--- src/include/icache_defines.svh ---
`ifndef ICACHE_DEFINES_SVH
`define ICACHE_DEFINES_SVH

// cache geometry for the direct-mapped instruction cache
// one way only, so index plus offset cover the low address bits

// byte offset bits inside a line
`define ICACHE_OFFSET_BITS 4

// 32-bit words in one line
`define ICACHE_WORDS (1 << (`ICACHE_OFFSET_BITS - 2))

// line index bits, 16 lines by default
`define ICACHE_INDEX_BITS 4

// whatever is left of the 32-bit address
`define ICACHE_TAG_BITS (32 - `ICACHE_INDEX_BITS - `ICACHE_OFFSET_BITS)

// address layout
//   [31 : index+offset]     tag
//   [index+offset-1 : off]  index
//   [off-1 : 2]             word in line
//   [1 : 0]                 byte, ignored for fetches

`endif

--- src/verilog/icache_pkg.sv ---
`include "icache_defines.svh"

// types describing how the cache is organized
package icache_pkg;

	// upper address bits kept per line
	typedef logic [`ICACHE_TAG_BITS-1:0] tag_t;

	// selects one of the lines
	typedef logic [`ICACHE_INDEX_BITS-1:0] index_t;

	// word position inside a line, also used by the refill counters
	typedef logic [`ICACHE_OFFSET_BITS-3:0] word_sel_t;

	// one tag store entry
	typedef struct packed {
		logic valid; // set once the line has been filled
		tag_t tag;
	} tag_entry_t;

	// whole line, word 0 in the low bits
	typedef logic [`ICACHE_WORDS-1:0][31:0] line_t;

endpackage

--- src/verilog/mem_bus_pkg.sv ---
`include "icache_defines.svh"

// word and address types shared by the cpu and memory sides
package mem_bus_pkg;

	// byte address, fetches are word aligned
	typedef logic [31:0] addr_t;

	// instruction word on the cpu side, refill beat on the memory side
	typedef logic [31:0] word_t;

endpackage
--- src/verilog/icache_lookup.sv ---
`timescale 1ns/10ps
`include "icache_defines.svh"

// address split, tag compare and word select
// everything here is combinational so a hit answers in the request cycle
module icache_lookup (
	input  logic                    cpu_req,
	input  mem_bus_pkg::addr_t      cpu_addr,
	input  icache_pkg::tag_entry_t  tag_entry,
	input  icache_pkg::line_t       line,
	output icache_pkg::index_t      index,
	output icache_pkg::word_sel_t   word_sel,
	output mem_bus_pkg::addr_t      line_base,
	output icache_pkg::tag_t        new_tag,
	output logic                    hit,
	output mem_bus_pkg::word_t      cpu_rdata,
	output logic                    cpu_data_ok
);

	logic tag_match; // stored tag equals the fetch tag

	// tag from the top bits
	assign new_tag  = cpu_addr[31 -: `ICACHE_TAG_BITS];
	// index sits just above the line offset
	assign index    = cpu_addr[`ICACHE_OFFSET_BITS +: `ICACHE_INDEX_BITS];
	// word inside the line, byte bits dropped
	assign word_sel = cpu_addr[2 +: `ICACHE_OFFSET_BITS - 2];

	// first byte of the line, refill starts here
	assign line_base = {cpu_addr[31:`ICACHE_OFFSET_BITS], {`ICACHE_OFFSET_BITS{1'b0}}};

	assign tag_match = (tag_entry.tag == new_tag);

	// valid guards lines never filled since reset
	assign hit = tag_entry.valid && tag_match;

	// word select straight from the line store output
	assign cpu_rdata = line[word_sel];

	// one pulse per request, the cpu drops cpu_req after it
	assign cpu_data_ok = cpu_req && hit;

endmodule

--- src/verilog/icache_refill_ctrl.sv ---
`timescale 1ns/10ps
`include "icache_defines.svh"

// line refill engine
// address side and data side run independently, so several word
// addresses can be in flight before the first data beat comes back
module icache_refill_ctrl (
	input  logic                clk,
	input  logic                reset,
	input  logic                cpu_req,
	input  logic                hit,
	input  mem_bus_pkg::addr_t  line_base,
	input  logic                mem_addr_ok,
	input  logic                mem_data_ok,
	input  mem_bus_pkg::word_t  mem_rdata,
	output logic                mem_req,
	output mem_bus_pkg::addr_t  mem_addr,
	output logic                fill_en,
	output icache_pkg::line_t   fill_line
);

	typedef enum logic {
		IDLE   = 1'b0,
		REFILL = 1'b1
	} state_t;

	// highest word position in a line
	localparam icache_pkg::word_sel_t LAST_WORD = icache_pkg::word_sel_t'(`ICACHE_WORDS - 1);

	state_t                 state;
	icache_pkg::word_sel_t  addr_cnt; // next word address to hand out
	icache_pkg::word_sel_t  data_cnt; // slot for the next returning word
	logic                   start;    // miss seen while idle
	logic                   addr_take; // address accepted this cycle
	logic                   data_take; // data beat this cycle
	logic                   last_data; // final beat of the line
	mem_bus_pkg::addr_t     word_off;

	assign start     = (state == IDLE) && cpu_req && !hit;
	assign addr_take = (state == REFILL) && mem_req && mem_addr_ok;
	assign data_take = (state == REFILL) && mem_data_ok;
	assign last_data = data_take && (data_cnt == LAST_WORD);

	// byte offset of the current word
	assign word_off = mem_bus_pkg::addr_t'({addr_cnt, 2'b00});
	assign mem_addr = line_base + word_off;

	// two-state machine
	always_ff @(posedge clk) begin
		if (reset) begin
			state <= IDLE;
		end else begin
			case (state)
				IDLE: begin
					if (start) begin
						state <= REFILL; // miss, go fetch the line
					end
				end
				REFILL: begin
					// leave once the fill pulse has gone out
					// stores take the line on this same edge
					if (fill_en) begin
						state <= IDLE;
					end
				end
				default: state <= IDLE;
			endcase
		end
	end

	// address side
	always_ff @(posedge clk) begin
		if (reset) begin
			addr_cnt <= '0;
			mem_req  <= 1'b0;
		end else if (start) begin
			addr_cnt <= '0;
			mem_req  <= 1'b1; // first address goes out next cycle
		end else if (addr_take) begin
			addr_cnt <= addr_cnt + 1'b1; // wraps after the last word, harmless
			if (addr_cnt == LAST_WORD) begin
				mem_req <= 1'b0; // whole line requested
			end
		end
	end

	// data side counter
	always_ff @(posedge clk) begin
		if (reset) begin
			data_cnt <= '0;
		end else if (start) begin
			data_cnt <= '0;
		end else if (data_take) begin
			data_cnt <= data_cnt + 1'b1;
		end
	end

	// line assembly buffer, no reset needed
	always_ff @(posedge clk) begin
		if (data_take) begin
			fill_line[data_cnt] <= mem_rdata; // in-order return
		end
	end

	// fill pulse one cycle after the last beat lands
	always_ff @(posedge clk) begin
		if (reset) begin
			fill_en <= 1'b0;
		end else begin
			fill_en <= last_data && !fill_en;
		end
	end

endmodule

--- src/verilog/icache_store.sv ---
`timescale 1ns/10ps
`include "icache_defines.svh"

// small register array, one entry per cache line
// write on the clock edge, read straight through
module icache_store #(
	parameter type entry_t = logic [31:0],
	parameter int DEPTH = 1 << `ICACHE_INDEX_BITS
) (
	input  logic                clk,
	input  logic                reset,
	input  logic                we,
	input  icache_pkg::index_t  waddr,
	input  entry_t              wdata,
	input  icache_pkg::index_t  raddr,
	output entry_t              rdata
);

	entry_t mem [DEPTH]; // one slot per index

	// clearing everything drops all valid flags in the tag store
	always_ff @(posedge clk) begin
		if (reset) begin
			for (int i = 0; i < DEPTH; i++) begin
				mem[i] <= '0;
			end
		end else if (we) begin
			mem[waddr] <= wdata; // fill from the refill controller
		end
	end

	// combinational read for same-cycle hits
	assign rdata = mem[raddr];

endmodule

--- src/verilog/icache_top.sv ---
`timescale 1ns/10ps
`include "icache_defines.svh"

// direct-mapped instruction cache
// hits return in the request cycle, misses refill the line then hit
module icache_top (
	input  logic                clk,
	input  logic                reset,
	input  logic                cpu_req,
	input  mem_bus_pkg::addr_t  cpu_addr,
	output mem_bus_pkg::word_t  cpu_rdata,
	output logic                cpu_data_ok,
	output logic                mem_req,
	output mem_bus_pkg::addr_t  mem_addr,
	input  logic                mem_addr_ok,
	input  mem_bus_pkg::word_t  mem_rdata,
	input  logic                mem_data_ok
);

	icache_pkg::index_t      index;
	mem_bus_pkg::addr_t      line_base;
	icache_pkg::tag_t        new_tag;
	logic                    hit;
	icache_pkg::tag_entry_t  tag_entry; // tag store read
	icache_pkg::tag_entry_t  tag_wdata; // tag store write
	icache_pkg::line_t       line;      // line store read
	icache_pkg::line_t       fill_line; // assembled refill line
	logic                    fill_en;

	// a filled line is valid right away
	assign tag_wdata = '{valid: 1'b1, tag: new_tag};

	icache_lookup i_lookup (
		.cpu_req     (cpu_req),
		.cpu_addr    (cpu_addr),
		.tag_entry   (tag_entry),
		.line        (line),
		.index       (index),
		.word_sel    (),
		.line_base   (line_base),
		.new_tag     (new_tag),
		.hit         (hit),
		.cpu_rdata   (cpu_rdata),
		.cpu_data_ok (cpu_data_ok)
	);

	// valid and tag per line
	icache_store #(
		.entry_t (icache_pkg::tag_entry_t)
	) i_tag_store (
		.clk   (clk),
		.reset (reset),
		.we    (fill_en),
		.waddr (index), // cpu_addr is held through the refill
		.wdata (tag_wdata),
		.raddr (index),
		.rdata (tag_entry)
	);

	// instruction words, written together with the tag
	icache_store #(
		.entry_t (icache_pkg::line_t)
	) i_line_store (
		.clk   (clk),
		.reset (reset),
		.we    (fill_en),
		.waddr (index),
		.wdata (fill_line),
		.raddr (index),
		.rdata (line)
	);

	icache_refill_ctrl i_refill_ctrl (
		.clk         (clk),
		.reset       (reset),
		.cpu_req     (cpu_req),
		.hit         (hit),
		.line_base   (line_base),
		.mem_addr_ok (mem_addr_ok),
		.mem_data_ok (mem_data_ok),
		.mem_rdata   (mem_rdata),
		.mem_req     (mem_req),
		.mem_addr    (mem_addr),
		.fill_en     (fill_en),
		.fill_line   (fill_line)
	);

endmodule

--- config.mk ---
export PLATFORM = sky130hd
export DESIGN_NAME = icache_top
export DESIGN_NICKNAME = d
export VERILOG_FILES = /design/src/verilog/icache_pkg.sv /design/src/verilog/mem_bus_pkg.sv /design/src/verilog/icache_lookup.sv /design/src/verilog/icache_refill_ctrl.sv /design/src/verilog/icache_store.sv /design/src/verilog/icache_top.sv
export VERILOG_INCLUDE_DIRS = /design/src /design/src/include
export SDC_FILE = /design/constraint.sdc
export NUM_CORES = 2
export LEC_CHECK = 0
export BUFFER_PORTS_ARGS = -buffer_cell sky130_fd_sc_hd__clkbuf_2
export CORE_MARGIN = 2
export CORE_UTILIZATION = 35
export DETAILED_ROUTE_END_ITERATION = 8
export SLEW_MARGIN = 5
export SYNTH_ARGS = -nofsm -noshare
export SYNTH_HDL_FRONTEND = slang
export SYNTH_SLANG_ARGS = --single-unit
--- constraint.sdc ---
create_clock -name clk -period 29.3 [get_ports clk]
set_input_delay 1.465 -clock clk [delete_from_list [all_inputs] [get_ports clk]]
set_output_delay 1.465 -clock clk [all_outputs]
set_load 0.02 [all_outputs]
Word level (Yosys, flattened, before mapping). Memories as Yosys holds them, arrays and structs flattened. Index checks and enable logic that the tools add are counted.

Flip-flop bits (word level): 135. RAM bits: 2448. Input port bits: 69. Output and inout port bits: 66. Logic and storage cells: 61. Memories: 2.

$add $sub $neg: 3. Order comparisons: 3. Eq/ne operators: 3. Muxes and demuxes: 22. Bitwise gates (word level): 1. Reduce and logical (&&, ||, !) cells: 18.

Memories: i_line_store.mem (words 16, width 128, read ports 1, clocked after Yosys merged registers in 0, wr ports 16, RTL line icache_store.sv:19) `entry_t mem [DEPTH];`; i_tag_store.mem (words 16, width 25, read ports 1, clocked after Yosys merged registers in 0, wr ports 16, RTL line icache_store.sv:19).

Operators with widths (number): 128-bit bitwise mux (1); 128-bit 2-to-1 mux (1); 128-bit OR reduction (1); 32-bit binary-select mux with 2-bit select (1); 32-bit demux with 2-bit select (1); 32-bit 2-to-1 mux (2); 32-bit by 4-bit adder with 32-bit output (1); 25-bit 2-to-1 mux (1); 25-bit OR reduction (1); 24-bit == test (1); 1-bit 2-to-1 mux (12); 1-bit logical AND (10); 4-bit 2-to-1 mux (2); 2-bit by 3-bit < comparator with 1-bit output (second input constant) (2); 2-bit by 1-bit adder with 2-bit output (second input constant) (2); 2-bit == test (second input constant) (2); 2-bit nonzero test (2); 2-bit by 1-bit >= comparator with 1-bit output (second input constant) (1); 1-bit zero test (2); 1-bit case mux with 2 select lines (1); 2-bit AND reduction (1); 2-bit OR reduction (1); 1-bit NOT (1).

Longest topological paths before layout. An unclocked memory read counts as a cell.

Depth after elaboration: 7. Depth in mapped cells: 12. Mapped depth without buffers: 7.

Cells and area by module. From an unflattened synthesis, not the netlist that was laid out.

Cell total of the unflattened synthesis: 7286. Area, all modules: 115569.6 µm².

Modules (own cells, without submodules): icache_store at i_line_store (times used 1, cells an instance 5786, area each 91308.8 µm², sequential area each 61499.0 µm²); icache_store at i_tag_store (times used 1, cells an instance 1110, area each 17895.9 µm², sequential area each 12011.5 µm²); icache_refill_ctrl (times used 1, cells an instance 252, area each 4795.8 µm², sequential area each 3983.8 µm²); icache_lookup (times used 1, cells an instance 137, area each 1565.3 µm², sequential area each 0.0 µm²); icache_top (times used 1, cells an instance 1, area each 3.8 µm², sequential area each 0.0 µm²).

Worst setup path before layout. Ideal clock, no wire load.

Path kind: in2reg. Start: in cpu_addr[5]. End: mem i_line_store.mem[14][0] (netlist bit), enable pin. Library setup time: 0.874 ns. Arrival time: 13.730 ns. Data required time: 28.426 ns. Setup slack: 14.696 ns. Stages on the path: 8. Path buffers: 6. Path through: buf_4 buf_2 buf_2 buf_1 buf_2 nand2_1 clkbuf_1 o21ai_0.

RTL lines: start: declaration (RTL line icache_top.sv:10) `input mem_bus_pkg::addr_t cpu_addr,`; end: declaration (RTL line icache_store.sv:19).

Worst setup path after layout.
Start: in cpu_addr[4]. End: out cpu_rdata[9].

Word-level cells in the longest chain between the ends: 3.

RTL lines: memory read 16 x 128 bit; 32-bit binary-select mux with 2-bit select (RTL line icache_lookup.sv:38) `assign cpu_rdata = line[word_sel];`; 32-bit 2-to-1 mux (not written as such) (RTL line icache_lookup.sv:38); end: declaration (RTL line icache_top.sv:11) `output mem_bus_pkg::word_t cpu_rdata,`.

Every way passes these cells. The select of a mux whose other input is x is not followed.

==> out/results.txt <==
Worst VDD drop -> 47.9 µV
Req. time, crit path -> 27.83 ns
first-pass detailed-route iteration total -> 5
CP Data Arrival Time -> 7.31 ns
sequential-to-total area share from yosys stat -> 67.4%
hold buffer count at CTS -> 0
final setup fails -> 0
highest clock rate -> 114 MHz
Fin. Hold Viols -> 0
placed cells -> 10700
Nets -> 6721
Max Transition Viols Final -> 0
Post-Layout Cell Count -> 11200
Netlist Area Pre-Place -> 115000 µm²
Core Util, Final -> 39.2%
number of port buffers -> 130
Worst Setup Slack, final -> 20.52 ns
initial antenna violation count -> 37
crit-path max cell delay -> 0.80 ns
delay-heaviest family, CP -> buffers and inverters
routed vias/inst -> 5.44
Total GRT Usage -> 20.0%
register clock-pin slew on the reported worst setup and hold paths -> 0.06 ns
number of synthesized flops with an enable pin -> 2560
WL final -> 335 mm
clk root buf -> clkbuf_16
CTS Buffer Depth -> 4
share of the synthesized area in the top cell type -> 67.0%
Initial Util -> 35.1%
largest net degree at the start of global routing -> 141
#FFs+latches synth -> 2583
clk sink count -> 2583
Die X -> 576 µm
Vias -> 61000
dpl hpwl -> 162 mm
CTS tree -> built
Pwr Density -> 62.9 nW/µm²
Rel. slew slack -> 6.74%
Setup crit start kind -> input pin
CORE AREA -> 327000 µm²
crit path cell chain -> buf_8, buf_4, buf_4, buf_4, buf_4, mux4_2, mux4_2, mux4_2, clkbuf_2
CTS buffer count -> 284
unrepaired setup endpoints after global routing -> false
Placer Congestion -> 0.772
IO Count -> 135
CP endpoint kind -> output port
area occupied by registers -> 77300 µm²
DP Area -> 120000 µm²
Synth area leader -> edfxtp_1
status -> finished clean
H-tree levels -> 5
Final min period -> 8.78 ns
vias in the first global route -> 63700
fin area -> 128000 µm²
Synth warnings -> 0
Area Overhead vs Synth -> 11.7%
Skew-Pair Late Insertion Delay -> 0.89 ns
Die H -> 576 µm
CP max FO -> 67
first-pass GRT wire length -> 475 mm
CP Buf/Inv Count -> 6
number of gates resized after CTS -> 0
Yosys cell types -> 64
postcts setup bufs -> 0
Worst path most repeated cell -> buf_4
Setup TNS -> 0 ns
layout cells sized above 1 -> 21.2%
fin crit share -> 30.0%
class of the worst hold path -> flip-flop to flip-flop
Top FF cell, synth -> edfxtp_1
pre-CTS WS -> 20.33 ns
DR iter-0 viols -> 7101
drt drc -> 0
Area contributors post-synth -> edfxtp_1 67%, mux4_2 15%, and2_1 13%, clkbuf_1 1.7%, mux2i_1 0.48%
worst slew pin tran -> 1.40 ns
slowest cell on the critical path -> buf_4
Wirelength per Cell -> 29.8 µm
Die Area -> 332000 µm²
fill count -> 29400
Mapped Cells -> 6754
Post-synth ARST share -> 0%
row cnt -> 210
Setup Crit Path Kind -> input pin to output port
Syn Area/Cell -> 17.0 µm²
leakage power -> 45.1 nW
Worst Clk Skew -> 0.0443 ns
GR Overflow Total -> 0
multi-input logic area -> 34800 µm²
Final ANT Viol Nets -> 0
max_cap viols -> 0
[layout make-up]
type	count	area share [%]
Clock buffer	350	5.83
Clock inverter	144	0.820
Inverter	16	0.0469
Multi-Input combinational cell	3488	27.1
Sequential cell	2583	60.4
Timing Repair Buffer	274	1.52
Antenna cell	18	0.0352
Tap cell	4346	4.24
[final timing paths]
kind	from	endpoint	depth (start not counted)	slack, ns
worst min-delay path	i_refill_ctrl.fill_en	i_refill_ctrl.fill_en	1	0.45
worst max-delay path	cpu_addr[4]	cpu_rdata[9]	9	20.52
worst min register to register	i_refill_ctrl.fill_en	i_refill_ctrl.fill_en	1	0.45
worst max register to register	i_refill_ctrl.fill_en	i_line_store.mem[9][112]	8	24.30
[flip-flops by register name, indices dropped and copies added, names as in the netlist]
signal	count
i_refill_ctrl.data_cnt	2
i_tag_store.mem	400
i_line_store.mem	2048
i_refill_ctrl.state	1
i_refill_ctrl.fill_en	1
i_refill_ctrl.addr_cnt	2
i_refill_ctrl.fill_line	128
i_refill_ctrl.mem_req	1
[cells in the mapped netlist (11+ instances only)]
library cell,instances
buf_2,65
nor3_1,93
mux2i_1,55
xnor2_1,16
nand2_1,18
and2_1,2325
mux4_2,765
a21o_1,16
inv_1,11
nor4_1,31
buf_4,41
nand3_1,11
clkbuf_1,509
o21ai_0,16
dfxtp_1,23
buf_1,49
nor2_1,24
xor2_1,13
edfxtp_1,2560
[per-stage QoR]
| step | power [mW] | hold WS, ns |
|---|---|---|
| global placement | 4.77 | 0.429 |
| finish | 8.06 | 0.452 |
| CTS | 8.12 | 0.454 |
| floorplan | 4.62 | 0.412 |
| global route | 8.29 | 0.462 |
| detailed placement | 4.78 | 0.441 |
[worst register-to-register path, stage by stage (launching register included)]
cell     delay (ns)
dfxtp_1        0.35
nor2b_1        0.32
nand3_2        0.13
nor3_2         0.23
buf_12         0.63
or2_4          0.52
buf_4          0.72
buf_4          0.84
buf_4          0.80
[report_power, final]
| group | internal [mW] | total [mW] | switching, mW |
|---|---|---|---|
| Sequential | 4.17 | 4.20 | 0.0337 |
| Combinational | 0.185 | 0.492 | 0.307 |
| Clock | 1.91 | 3.37 | 1.46 |
[cells by family (layout without fill, tap and decap cells)]
group | after synthesis | in the layout | share of synthesized area (%)
flip-flops | 2583 | 2583 | 67.4
AND/OR/NAND/NOR | 2544 | 2544 | 13.7
multiplexers | 824 | 824 | 15.5
buffers and inverters | 684 | 784 | 2.47
AO/OA/AOI/OAI | 84 | 84 | 0.558
XOR/XNOR | 29 | 29 | 0.222
adder cells (fa/ha/maj) | 5 | 5 | 0.0546
other | 1 | 20 | 0.00327
[per-layer routing]
layer / global-route usage [%] / routed length, µm
met4: 5.90 / 9620
met5: 0 / 13
met2: 34.4 / 169000
met3: 2.92 / 24400
met1: 26.1 / 132000
[cell usage in the layout, fill, tap and decap left out, types with 5 or more instances in the layout]
cell type,n
o21ai_4,12
buf_12,14
nor2_4,12
nor4_1,31
ha_1,5
clkbuf_16,289
nand2_1,18
clkinvlp_4,6
clkbuf_1,60
bufinv_16,11
nor2_1,12
diode_2,18
dfxtp_1,23
nand3_1,10
edfxtp_1,2560
xnor2_1,16
and2_1,2325
inv_1,11
nand4_1,6
a22o_1,7
clkinv_1,69
nor2b_1,9
nor3_1,89
a21o_1,16
xor2_1,13
clkbuf_2,124
mux2i_1,55
inv_6,10
clkinv_8,6
buf_4,132
mux4_2,765
clkinv_2,42
Note: power is estimated with default switching activity, not from simulation.
